**src/ucode_consts.svh**
```systemverilog
`ifndef UCODE_CONSTS_SVH
`define UCODE_CONSTS_SVH

//////////////////////////////
// Bus and buffer sizes
//////////////////////////////

// Byte address toward program memory
`define UC_ADDR_W 16

// Instruction byte buffer entries
`define UC_FIFO_DEPTH 4

//////////////////////////////
// Microcode sizes
//////////////////////////////

`define UC_FLOW_W 5
`define UC_ROM_SIZE 16

//////////////////////////////
// Z80 register codes
//////////////////////////////

// Code 6 is (HL), memory operand not supported here
`define UC_REG_B 3'd0
`define UC_REG_C 3'd1
`define UC_REG_D 3'd2
`define UC_REG_E 3'd3
`define UC_REG_H 3'd4
`define UC_REG_L 3'd5
`define UC_REG_A 3'd7

`endif

```
**src/ucode_pkg.sv**
```systemverilog
package ucode_pkg;

	//////////////////////////////
	// Instruction byte views
	//////////////////////////////

	// Opcode split as x:y:z, bits 7-6, 5-3, 2-0
	typedef struct packed {
		logic [1:0] x;
		logic [2:0] y;
		logic [2:0] z;
	} opFields_t;

	// Same byte, either an opcode or immediate data
	typedef union packed {
		opFields_t op;
		logic [7:0] data;
	} instrByte_u;

	//////////////////////////////
	// Micro-op encoding
	//////////////////////////////

	typedef enum logic [1:0] {
		SEQ_NEXT  = 2'd0,
		SEQ_FETCH = 2'd1,
		SEQ_EOF   = 2'd2
	} seqCtl_e;

	typedef enum logic [2:0] {
		UOP_NOP     = 3'd0,
		UOP_LOADIMM = 3'd1,
		UOP_INC     = 3'd2,
		UOP_DEC     = 3'd3,
		UOP_ADD     = 3'd4,
		UOP_SUB     = 3'd5
	} uopOp_e;

	// Operand register taken from opcode y or z field
	typedef enum logic {
		SEL_Y = 1'b0,
		SEL_Z = 1'b1
	} uopSel_e;

	typedef struct packed {
		seqCtl_e ctl;
		uopOp_e op;
		uopSel_e sel;
	} uopWord_t;

	//////////////////////////////
	// Stage interfaces
	//////////////////////////////

	typedef struct packed {
		logic valid;
		uopOp_e op;
		logic [2:0] regCode;
		logic [7:0] imm;
	} execReq_t;

	typedef struct packed {
		logic valid;
		logic [2:0] regCode;
		logic [7:0] data;
	} regWrite_t;

	typedef struct packed {
		logic valid;
		logic [7:0] opcode;
	} retire_t;

	typedef struct packed {
		logic z;
		logic c;
	} cpuFlags_t;

endpackage

```
**src/opcode_fetch.sv**
```systemverilog
`timescale 1ns/1ps
`include "ucode_consts.svh"

module opcode_fetch
(
	input  logic clock,
	input  logic rstN,
	output logic [`UC_ADDR_W-1:0] wbAdr,
	input  logic [7:0] wbDat,
	output logic wbCyc,
	output logic wbStb,
	input  logic wbAck,
	output logic push,
	output logic [7:0] pushData,
	input  logic full
);

	// One outstanding read at a time
	logic reqActive;

	//////////////////////////////
	// Bus state machine
	//////////////////////////////

	always_ff @(posedge clock)
	begin
		if (!rstN)
		begin
			reqActive <= 1'b0;
			wbAdr <= '0;
		end
		else if (reqActive)
		begin
			// Transfer done, step to next program byte
			if (wbAck)
			begin
				reqActive <= 1'b0;
				wbAdr <= wbAdr + 1'b1;
			end
		end
		else if (!full)
		begin
			// Room left here stays, buffer only drains while in flight
			reqActive <= 1'b1;
		end
	end

	assign wbCyc = reqActive;
	assign wbStb = reqActive;

	// Acked byte goes straight into the buffer
	assign push = reqActive && wbAck;
	assign pushData = wbDat;

	//////////////////////////////
	// Checks
	//////////////////////////////

	// Pending strobe keeps its address and stays up until ack
	holdAddr: assert property (
		@(posedge clock) disable iff (!rstN)
		(wbStb && !wbAck) |=> (wbStb && $stable(wbAdr))
	);

endmodule

```
**src/opcode_fifo.sv**
```systemverilog
`timescale 1ns/1ps
`include "ucode_consts.svh"

module opcode_fifo import ucode_pkg::*;
(
	input  logic clock,
	input  logic rstN,
	input  logic push,
	input  logic [7:0] pushData,
	output logic full,
	input  logic pop,
	output instrByte_u popData,
	output logic empty
);

	localparam int PTR_W = $clog2(`UC_FIFO_DEPTH);
	localparam logic [PTR_W-1:0] LAST_IDX = PTR_W'(`UC_FIFO_DEPTH - 1);

	logic [7:0] mem [`UC_FIFO_DEPTH];
	logic [PTR_W-1:0] wrPtr;
	logic [PTR_W-1:0] rdPtr;
	logic [PTR_W:0] count;

	// Entry storage
	always_ff @(posedge clock)
	begin
		if (push)
			mem[wrPtr] <= pushData;
	end

	always_ff @(posedge clock)
	begin
		if (!rstN)
		begin
			wrPtr <= '0;
			rdPtr <= '0;
			count <= '0;
		end
		else
		begin
			if (push)
				wrPtr <= (wrPtr == LAST_IDX) ? '0 : wrPtr + 1'b1;
			if (pop)
				rdPtr <= (rdPtr == LAST_IDX) ? '0 : rdPtr + 1'b1;
			if (push && !pop)
				count <= count + 1'b1;
			else if (pop && !push)
				count <= count - 1'b1;
		end
	end

	// Head entry shown directly
	assign popData = mem[rdPtr];
	assign full = (count == (PTR_W+1)'(`UC_FIFO_DEPTH));
	assign empty = (count == '0);

	noOverflow: assert property (@(posedge clock) disable iff (!rstN) push |-> !full);
	noUnderflow: assert property (@(posedge clock) disable iff (!rstN) pop |-> !empty);

endmodule

```
**src/ucode_rom.sv**
```systemverilog
`timescale 1ns/1ps
`include "ucode_consts.svh"

module ucode_rom import ucode_pkg::*;
(
	input  instrByte_u opcode,
	output logic [`UC_FLOW_W-1:0] flowStart,
	input  logic [`UC_FLOW_W-1:0] uopAddr,
	output uopWord_t uop
);

	localparam logic [`UC_FLOW_W-1:0] FLOW_NOP = 5'd0;
	localparam logic [`UC_FLOW_W-1:0] FLOW_LDRN = 5'd1;
	localparam logic [`UC_FLOW_W-1:0] FLOW_INC = 5'd3;
	localparam logic [`UC_FLOW_W-1:0] FLOW_DEC = 5'd5;
	localparam logic [`UC_FLOW_W-1:0] FLOW_ADD = 5'd7;
	localparam logic [`UC_FLOW_W-1:0] FLOW_SUB = 5'd9;
	localparam logic [`UC_FLOW_W-1:0] FLOW_DEFAULT = 5'd11;

	//////////////////////////////
	// Opcode to flow index
	//////////////////////////////

	// One flow per operation, register comes from y or z
	always_comb
	begin
		flowStart = FLOW_DEFAULT;
		if (opcode.data == 8'h00)
			flowStart = FLOW_NOP;
		else if (opcode.op.x == 2'd0 && opcode.op.z == 3'd6)
			flowStart = FLOW_LDRN;
		else if (opcode.op.x == 2'd0 && opcode.op.z == 3'd4)
			flowStart = FLOW_INC;
		else if (opcode.op.x == 2'd0 && opcode.op.z == 3'd5)
			flowStart = FLOW_DEC;
		else if (opcode.op.x == 2'd2 && opcode.op.y == 3'd0)
			flowStart = FLOW_ADD;
		else if (opcode.op.x == 2'd2 && opcode.op.y == 3'd2)
			flowStart = FLOW_SUB;
	end

	//////////////////////////////
	// Micro-op words
	//////////////////////////////

	always_comb
	begin
		case (uopAddr)
			// NOP
			5'd0:  uop = '{SEQ_EOF,   UOP_NOP,     SEL_Y};
			// LD r,n, grab immediate then write it
			5'd1:  uop = '{SEQ_FETCH, UOP_NOP,     SEL_Y};
			5'd2:  uop = '{SEQ_EOF,   UOP_LOADIMM, SEL_Y};
			// INC r
			5'd3:  uop = '{SEQ_NEXT,  UOP_INC,     SEL_Y};
			5'd4:  uop = '{SEQ_EOF,   UOP_NOP,     SEL_Y};
			// DEC r
			5'd5:  uop = '{SEQ_NEXT,  UOP_DEC,     SEL_Y};
			5'd6:  uop = '{SEQ_EOF,   UOP_NOP,     SEL_Y};
			// ADD A,r
			5'd7:  uop = '{SEQ_NEXT,  UOP_ADD,     SEL_Z};
			5'd8:  uop = '{SEQ_EOF,   UOP_NOP,     SEL_Z};
			// SUB A,r
			5'd9:  uop = '{SEQ_NEXT,  UOP_SUB,     SEL_Z};
			5'd10: uop = '{SEQ_EOF,   UOP_NOP,     SEL_Z};
			// Anything else just retires
			5'd11: uop = '{SEQ_NEXT,  UOP_NOP,     SEL_Y};
			5'd12: uop = '{SEQ_EOF,   UOP_NOP,     SEL_Y};
			default: uop = '{SEQ_EOF, UOP_NOP,     SEL_Y};
		endcase
	end

endmodule

```
**src/ucode_seq.sv**
```systemverilog
`timescale 1ns/1ps
`include "ucode_consts.svh"

module ucode_seq import ucode_pkg::*;
(
	input  logic clock,
	input  logic rstN,
	input  logic empty,
	input  instrByte_u popData,
	output logic pop,
	output execReq_t execReq,
	output retire_t retire
);

	logic busy;
	logic [`UC_FLOW_W-1:0] upc;
	logic [`UC_FLOW_W-1:0] flowStart;
	instrByte_u opLatch;
	logic [7:0] immLatch;
	uopWord_t uop;
	logic fetchStep;
	logic stall;
	logic step;

	// Decode sees the buffer head, ROM sees the running flow
	ucode_rom u_ucode_rom
	(
		.opcode(popData),
		.flowStart(flowStart),
		.uopAddr(upc),
		.uop(uop)
	);

	//////////////////////////////
	// Step control
	//////////////////////////////

	assign fetchStep = busy && (uop.ctl == SEQ_FETCH);
	// Immediate not here yet, hold current micro-op
	assign stall = fetchStep && empty;
	assign step = busy && !stall;

	// Opcode when idle, immediate on a fetch step
	assign pop = !empty && (!busy || fetchStep);

	always_ff @(posedge clock)
	begin
		if (!rstN)
		begin
			busy <= 1'b0;
			upc <= '0;
		end
		else if (!busy)
		begin
			if (!empty)
			begin
				busy <= 1'b1;
				upc <= flowStart;
			end
		end
		else if (step)
		begin
			if (uop.ctl == SEQ_EOF)
				busy <= 1'b0;
			else
				upc <= upc + 1'b1;
		end
	end

	// Opcode and immediate holding registers
	always_ff @(posedge clock)
	begin
		if (!busy && !empty)
			opLatch <= popData;
		if (fetchStep && !empty)
			immLatch <= popData.data;
	end

	//////////////////////////////
	// Requests and retire
	//////////////////////////////

	always_comb
	begin
		execReq.valid = step && (uop.op != UOP_NOP);
		execReq.op = uop.op;
		execReq.regCode = (uop.sel == SEL_Y) ? opLatch.op.y : opLatch.op.z;
		execReq.imm = immLatch;
	end

	assign retire.valid = step && (uop.ctl == SEQ_EOF);
	assign retire.opcode = opLatch.data;

	// Every flow ends inside the ROM
	upcInRange: assert property (
		@(posedge clock) disable iff (!rstN)
		upc < `UC_ROM_SIZE
	);

endmodule

```
**src/ucode_exec.sv**
```systemverilog
`timescale 1ns/1ps
`include "ucode_consts.svh"

module ucode_exec import ucode_pkg::*;
(
	input  logic clock,
	input  logic rstN,
	input  execReq_t execReq,
	output regWrite_t regWrite,
	output cpuFlags_t flags
);

	logic [7:0] regs [8];
	logic [7:0] srcVal;
	logic [7:0] accVal;
	logic [8:0] sum9;
	logic [8:0] diff9;
	logic wrEn;
	logic [2:0] wrCode;
	logic [7:0] wrData;
	cpuFlags_t nextFlags;

	// Real registers only, (HL) is ignored
	function automatic logic isGpr(input logic [2:0] code);
		return code inside {`UC_REG_B, `UC_REG_C, `UC_REG_D, `UC_REG_E,
			`UC_REG_H, `UC_REG_L, `UC_REG_A};
	endfunction

	//////////////////////////////
	// ALU
	//////////////////////////////

	assign srcVal = regs[execReq.regCode];
	assign accVal = regs[`UC_REG_A];
	assign sum9 = {1'b0, accVal} + {1'b0, srcVal};
	// Bit 8 set on borrow
	assign diff9 = {1'b0, accVal} - {1'b0, srcVal};

	always_comb
	begin
		wrEn = 1'b0;
		wrCode = execReq.regCode;
		wrData = execReq.imm;
		nextFlags = flags;
		if (execReq.valid && isGpr(execReq.regCode))
		begin
			wrEn = 1'b1;
			case (execReq.op)
				UOP_LOADIMM: wrData = execReq.imm;
				UOP_INC: wrData = srcVal + 8'd1;
				UOP_DEC: wrData = srcVal - 8'd1;
				UOP_ADD:
				begin
					wrCode = `UC_REG_A;
					wrData = sum9[7:0];
					nextFlags.c = sum9[8];
				end
				UOP_SUB:
				begin
					wrCode = `UC_REG_A;
					wrData = diff9[7:0];
					nextFlags.c = diff9[8];
				end
				default: wrEn = 1'b0;
			endcase
			// Z follows every arithmetic result
			if (execReq.op != UOP_LOADIMM && wrEn)
				nextFlags.z = (wrData == 8'h00);
		end
	end

	//////////////////////////////
	// Register file and flags
	//////////////////////////////

	always_ff @(posedge clock)
	begin
		if (!rstN)
		begin
			for (int i = 0; i < 8; i++)
				regs[i] <= 8'h00;
			flags <= '0;
			regWrite <= '0;
		end
		else
		begin
			if (wrEn)
				regs[wrCode] <= wrData;
			flags <= nextFlags;
			regWrite.valid <= wrEn;
			regWrite.regCode <= wrCode;
			regWrite.data <= wrData;
		end
	end

endmodule

```
**src/dzcpu_core.sv**
```systemverilog
`timescale 1ns/1ps
`include "ucode_consts.svh"

module dzcpu_core import ucode_pkg::*;
(
	input  logic clock,
	input  logic rstN,
	output logic [`UC_ADDR_W-1:0] wbAdr,
	input  logic [7:0] wbDat,
	output logic wbCyc,
	output logic wbStb,
	input  logic wbAck,
	output regWrite_t regWrite,
	output cpuFlags_t flags,
	output retire_t retire
);

	logic push;
	logic [7:0] pushData;
	logic full;
	logic pop;
	instrByte_u popData;
	logic empty;
	execReq_t execReq;

	opcode_fetch u_opcode_fetch
	(
		.clock(clock),
		.rstN(rstN),
		.wbAdr(wbAdr),
		.wbDat(wbDat),
		.wbCyc(wbCyc),
		.wbStb(wbStb),
		.wbAck(wbAck),
		.push(push),
		.pushData(pushData),
		.full(full)
	);

	opcode_fifo u_opcode_fifo
	(
		.clock(clock),
		.rstN(rstN),
		.push(push),
		.pushData(pushData),
		.full(full),
		.pop(pop),
		.popData(popData),
		.empty(empty)
	);

	ucode_seq u_ucode_seq
	(
		.clock(clock),
		.rstN(rstN),
		.empty(empty),
		.popData(popData),
		.pop(pop),
		.execReq(execReq),
		.retire(retire)
	);

	ucode_exec u_ucode_exec
	(
		.clock(clock),
		.rstN(rstN),
		.execReq(execReq),
		.regWrite(regWrite),
		.flags(flags)
	);

endmodule

```
**config.mk**
```make
export PLATFORM = sky130hd
export DESIGN_NAME = dzcpu_core
export DESIGN_NICKNAME = d
export VERILOG_FILES = /design/src/ucode_pkg.sv /design/src/opcode_fetch.sv /design/src/opcode_fifo.sv /design/src/ucode_rom.sv /design/src/ucode_seq.sv /design/src/ucode_exec.sv /design/src/dzcpu_core.sv
export VERILOG_INCLUDE_DIRS = /design/src
export SDC_FILE = /design/constraint.sdc
export NUM_CORES = 1
export LEC_CHECK = 0
export ABC_AREA = 1
export BUFFER_PORTS_ARGS = -buffer_cell sky130_fd_sc_hd__buf_2
export CORE_MARGIN = 3
export CORE_UTILIZATION = 26
export DETAILED_ROUTE_END_ITERATION = 7
export GPL_ROUTABILITY_DRIVEN = 0
export MAX_ROUTING_LAYER = met4
export PLACE_DENSITY = 0.39
export SETUP_SLACK_MARGIN = 0.2
export SLEW_MARGIN = 5
export SYNTH_ARGS = -nofsm -noshare
export SYNTH_HDL_FRONTEND = slang
export SYNTH_HIERARCHICAL = 1
export SYNTH_SLANG_ARGS = --single-unit
```
**constraint.sdc**
```tcl
create_clock -name clock -period 3.9 [get_ports clock]
set_input_delay 0.195 -clock clock [delete_from_list [all_inputs] [get_ports clock]]
set_output_delay 0.195 -clock clock [all_outputs]
set_load 0.1 [all_outputs]
```
# After elaboration in Yosys (flattened, before gate mapping)
# Memories as Yosys holds them, arrays and structs flattened. A register that Yosys moved wholly into a read port is not among the register bits.
# Cells that the tools add are included.
dict set report op_classes {
  n_eq_ne 25
  reduce_logical 41
  addsub 10
  n_mux 45
}
# operator count
set op_table {}
lappend op_table {{case mux 8 bit (4 select lines)} 1}
lappend op_table {{2-to-1 mux 4 bit} 7}
lappend op_table {{== test 3 bit (second input constant)} 9}
lappend op_table {{2-to-1 mux 8 bit} 3}
lappend op_table {{2-to-1 mux 5 bit} 4}
lappend op_table {{logical AND 1 bit} 18}
lappend op_table {{2-to-1 mux 3 bit} 6}
lappend op_table {{2-to-1 mux 1 bit} 17}
lappend op_table {{adder 16 x 1 -> 16 bit (second input constant)} 1}
lappend op_table {{logical NOT 8 bit} 2}
lappend op_table {{== test 3 x 2 -> 1 bit (second input constant)} 5}
lappend op_table {{2-to-1 mux 2 bit} 5}
lappend op_table {{adder 8 x 8 -> 9 bit} 1}
lappend op_table {{logical NOT 3 bit} 3}
lappend op_table {{subtractor 8 x 8 -> 9 bit} 1}
lappend op_table {{adder 8 x 1 -> 8 bit (second input constant)} 1}
lappend op_table {{== test 2 bit (second input constant)} 4}
lappend op_table {{OR reduction 8 bit} 1}
lappend op_table {{subtractor 8 x 1 -> 8 bit (second input constant)} 1}
lappend op_table {{nonzero test 7 bit} 1}
lappend op_table {{== test 3 x 1 -> 1 bit (second input constant)} 2}
lappend op_table {{2-to-1 mux 6 bit} 1}
lappend op_table {{inequality test 2 bit (second input constant)} 3}
lappend op_table {{AND reduction 2 bit} 3}
lappend op_table {{other kinds (15)} 21}
dict set report totals {
  in_bits 11
  romBits 96
  elab_cells 138
  reg_bits 60
  mem_count 3
  ram_bits 96
}
# memory depth width rd rd_clocked_by_memory_dff wr line_no
set memory_table {}
lappend memory_table {{(name not given)} 16 6 1 1 0 ucode_rom.sv:48} ;# case (uopAddr)
lappend memory_table {u_ucode_exec.regs 8 8 2 0 8 ucode_exec.sv:13} ;# logic [7:0] regs [8];
lappend memory_table {u_opcode_fifo.mem 4 8 1 1 1 opcode_fifo.sv:19} ;# logic [7:0] mem [`UC_FIFO_DEPTH];

# Longest topological paths before layout
dict set report depth {
  word_depth 15
  ltp_mapped 30
  mapped_depth_nobuf 27
}

# By module
# Netlist, hierarchy kept.
# mod area_per_inst_um2 instances cells_per_inst
set by_module_without_submodules {}
lappend by_module_without_submodules {ucode_exec 4655.7 1 547}
lappend by_module_without_submodules {opcode_fifo 1654.1 1 135}
lappend by_module_without_submodules {opcode_fetch 972.2 1 137}
lappend by_module_without_submodules {ucode_seq 919.6 1 81}
lappend by_module_without_submodules {ucode_rom 252.7 1 53}

# Worst setup path after synthesis
# OpenSTA, ideal clock, no wires.
dict set report synth_path {
  kind {flip-flop to flip-flop}
  start {register u_ucode_seq/upc[0] (netlist name)}
  end {memory u_ucode_exec.regs[0][4] (data pin)}
  required_time_ps 3628
  stages_incl_launch_ff 23
  arrival_time_ps 3856
  setup_slack_ps -228
  n_path_buf 2
  synth_period_minus_slack_ps 4128
  setup_time_ps 272
  path_cell_list {dfxtp_1 -> nand3_1 -> nand2_1 -> o21ai_1 -> nor2_1 -> mux2_2 -> buf_4 -> inv_2 -> buf_4 -> nand2_1 -> clkinv_1 -> a22oi_1 -> inv_1 -> a221oi_1 -> o21ai_0 -> inv_1 -> fa_1 -> a21oi_1 -> nand2_1 -> nand2_1 -> nand3_1 -> mux2i_1 -> nor2_1}
}
# item line_no
set synth_rtl {}
lappend synth_rtl {{end: declaration} ucode_exec.sv:13}

==> results.md <==
* Most frequent cell after synthesis: nand2_1
* Full die area at 34720 um2
* P_sw at 5.113 mW
* Count of final hold-check violations at 0
* CP Data Arrival Time at 3890 ps
* Synth cell count leaders: 180 x nand2_1, 148 x nor2_1, 112 x edfxtp_1
* P&R area growth vs syn at 32.71%
* Ys async rst share at 0%
* Largest net degree at the start of global routing at 33
* EDFF count, synth at 112
* Syn. warnings at 6
* H-tree depth at 4
* Fin crit period at 3717 ps
* Total Power at 10.59 mW
* Clk_skew at 16.24 ps
* Synth top area cells: edfxtp_1 40%, dfxtp_1 11%, nand2_1 8.0%, nor2_1 6.6%, inv_1 4.8%
* Slew margin rel. at 51.59%
* Worst-Margin Slew at 723.5 ps
* Vias in the first global route at 6726
* First-pass GRT wire length at 38260 um
* Worst Path Max Fanout at 8
* Die width at 186.3 um
* Core area at 31800 um2
* Syn_area_per_cell at 8.871 um2
* Synthesized area at 8454 um2
* Critical path type: reg -> reg
* Worst min path class: in -> reg
* Grt total ovfl at 0
* Final setup viols at 0
* Antenna violations before repair at 0
* PD cells at 944.0 nW/um2
* Clock transition at path regs at 80 ps
* P_int at 5.478 mW
* Clock power share at 16.2%
* Antenna Cells at 0
* Post-DP HPWL at 18030 um
* Cells after Synth at 953
* Critical path endpoint category: flop
* Primary FF master, synth: edfxtp_1
* Switching share of power at 48.28%
* Count of cell types in the netlist at 57
* Largest area contributor in the netlist: edfxtp_1
* DRT Pass-1 Iters at 4
* Max Cap Viol at 0
* Gate power share at 62.5%
* Clk_lat worst skew at 430 ps
* Setup ws final at 183.1 ps
* Peak Freq at 269.0 MHz
* Post-route ant nets at 0
* Die H at 186.3 um
* Routed WL at 24590 um
* DR vias at 6853
* Initial core utilization at 26.59%
* Wirelength per Cell at 15.70 um
* Nets at 1165
* DRC Markers at 0
* Vias/cell at 4.376
* CTS tree: done
* Layout cells sized above 1 at 32.54%
* Clock Tree Buf Depth at 2
* CTS Buf Count at 17
* Setup_tns at 0 ps
* Clock net sink count at 158
* RSZ-0062 raised after global routing: yes
* I/O Buffers at 51
* Required @ worst endpoint at 4070 ps
* Total Routing Usage GR at 14.45%
* Register area share after synthesis at 50.67%
* Initial detailed-routing violation count at 423
* Post-synth top area share at 39.78%
* Period utilization at 95.31%
* VDD IR max at 575.6 uV
* Sequential share of power at 21.3%
* Io pins at 52
* Status: completed
* Slew Limit Fails at 0
* Place WS at -69.86 ps
* Row cnt at 65
* Leakage at 4.781 nW
* Root Buffer: clkbuf_16
* Crit path launch type: flop
* Fin util at 35.28%
* FF+latch count, synth at 158
* Fin Hold WS at 136.9 ps
## critical path: stages, from the launching register on
cell      delay (ps)
dfxtp_4          370
a21oi_4          150
o21ai_1           60
nor2_1            80
buf_4            130
mux2_4           360
nand2_4          110
clkinv_8          70
buf_4            130
a22oi_2          170
inv_1             70
a221oi_2         190
o21ai_2          100
buf_4            160
ha_1             200
a21oi_1          150
o21a_1           190
nand3_1           90
nand3_1           90
nand2_1           60
nor2_2           100
nand2_2           80
o22ai_4          120
buf_12           160
nor2_1            40
## metrics by stage
| stage | area (um2) | cells |
|---|---|---|
| 5_1_grt | 11220 | 1566 |
| 4_1_cts | 10890 | 1555 |
| 3_5_place_dp | 9862 | 1504 |
| 3_3_place_gp | 9862 | 1504 |
| 2_1_floorplan | 8612 | 960 |
| 6_report | 11220 | 1566 |
## routing by layer
metal  routed length [um]  track usage (%)  up-vias
met5                    0                -        -
met2                11740            23.30       90
met1                11970            19.29     3246
met4                  272            3.257        0
li1                     -                -     3497
met3                  616            2.254       20
## worst paths after layout
kind / from / end / slack, ps / cells past startpoint
worst max register to register: u_ucode_seq/upc[0]$_SDFFE_PN0P_ / u_ucode_exec/regs[2][7]$_SDFFCE_PN0P_ / 180 / 24
worst min-delay path: rstN / u_ucode_exec/regWrite[11]$_SDFF_PN0_ / 140 / 3
worst min register to register: u_opcode_fetch/wbAdr[6]$_SDFFE_PN0P_ / u_opcode_fetch/wbAdr[6]$_SDFFE_PN0P_ / 500 / 2
worst max-delay path: u_ucode_seq/upc[0]$_SDFFE_PN0P_ / u_ucode_exec/regs[2][7]$_SDFFCE_PN0P_ / 180 / 24
## what timing repair did
| action | 4_1_cts | 5_1_grt |
|---|---|---|
| hold buffers | 8 | 0 |
| gates resized for setup | 53 | 72 |
| hold endpoints to repair | 31 | 0 |
| setup endpoints to repair | 49 | 58 |
| buffers inserted | 11 | 11 |
| pin swaps | 14 | 23 |
## flip-flops by register name (all words and copies together) (netlist names), named ones only
register               cells
u_ucode_exec/regs         64
u_opcode_fifo/mem         32
u_opcode_fetch/wbAdr      16
u_ucode_exec/regWrite     12
u_ucode_seq/immLatch       8
u_ucode_seq/opLatch        8
u_ucode_seq/upc            5
u_opcode_fifo/count        3
u_opcode_fifo/rdPtr        2
u_opcode_fifo/wrPtr        2
u_ucode_exec/flags         2
u_opcode_fetch/wbCyc       1
u_ucode_seq/busy           1
## final cells by class
| class | count | area, um2 |
|---|---|---|
| fillers | 3291 | 20580 |
| flip-flops and latches | 158 | 4293 |
| multi-input cells | 652 | 4088 |
| repair buffers | 163 | 1185 |
| well taps | 435 | 544.3 |
| inverters | 126 | 513.0 |
| clock buffers | 17 | 425.4 |
| clock inverters | 15 | 171.4 |
## power groups by stage
stage               Combinational (mW)  Sequential [mW]  Clock, mW
floorplan                         3.11             2.83          0
global placement                  5.70             2.29          0
detailed placement                5.66             2.29          0
CTS                               6.15             2.26       1.77
global route                      7.22             2.29       1.85
finish                            6.61             2.26       1.72
## cells by family after synthesis
family | count (synthesis) | synth area share (%)
buf+inv | 150 | 7.651
fa+ha+maj | 36 | 5.683
compound gates | 140 | 10.36
xor+xnor | 1 | 0.1036
mux | 6 | 0.9027
simple gates | 460 | 24.54
other cells | 2 | 0.08883
flops | 158 | 50.67
## cell usage in the layout (no fill, tap or decap), types with 6 or more instances in the layout
master,n
a21oi_2,8
nand3_2,17
a22oi_1,11
nand2_4,6
ha_4,11
nor2_4,9
dfxtp_1,43
o21ai_2,7
nand2_2,28
nor2_2,16
a21oi_1,26
inv_8,7
buf_2,51
o22ai_1,8
o21ai_1,14
nor2_1,135
inv_2,25
edfxtp_1,112
clkbuf_16,17
conb_1,9
nand2_1,164
nand4_1,18
buf_4,95
ha_1,21
inv_1,93
nand3_1,39
dlygate4sd3_1,8
nor3_1,8
o21ai_0,34
No activity file was read; power rests on OpenSTA's default activity.
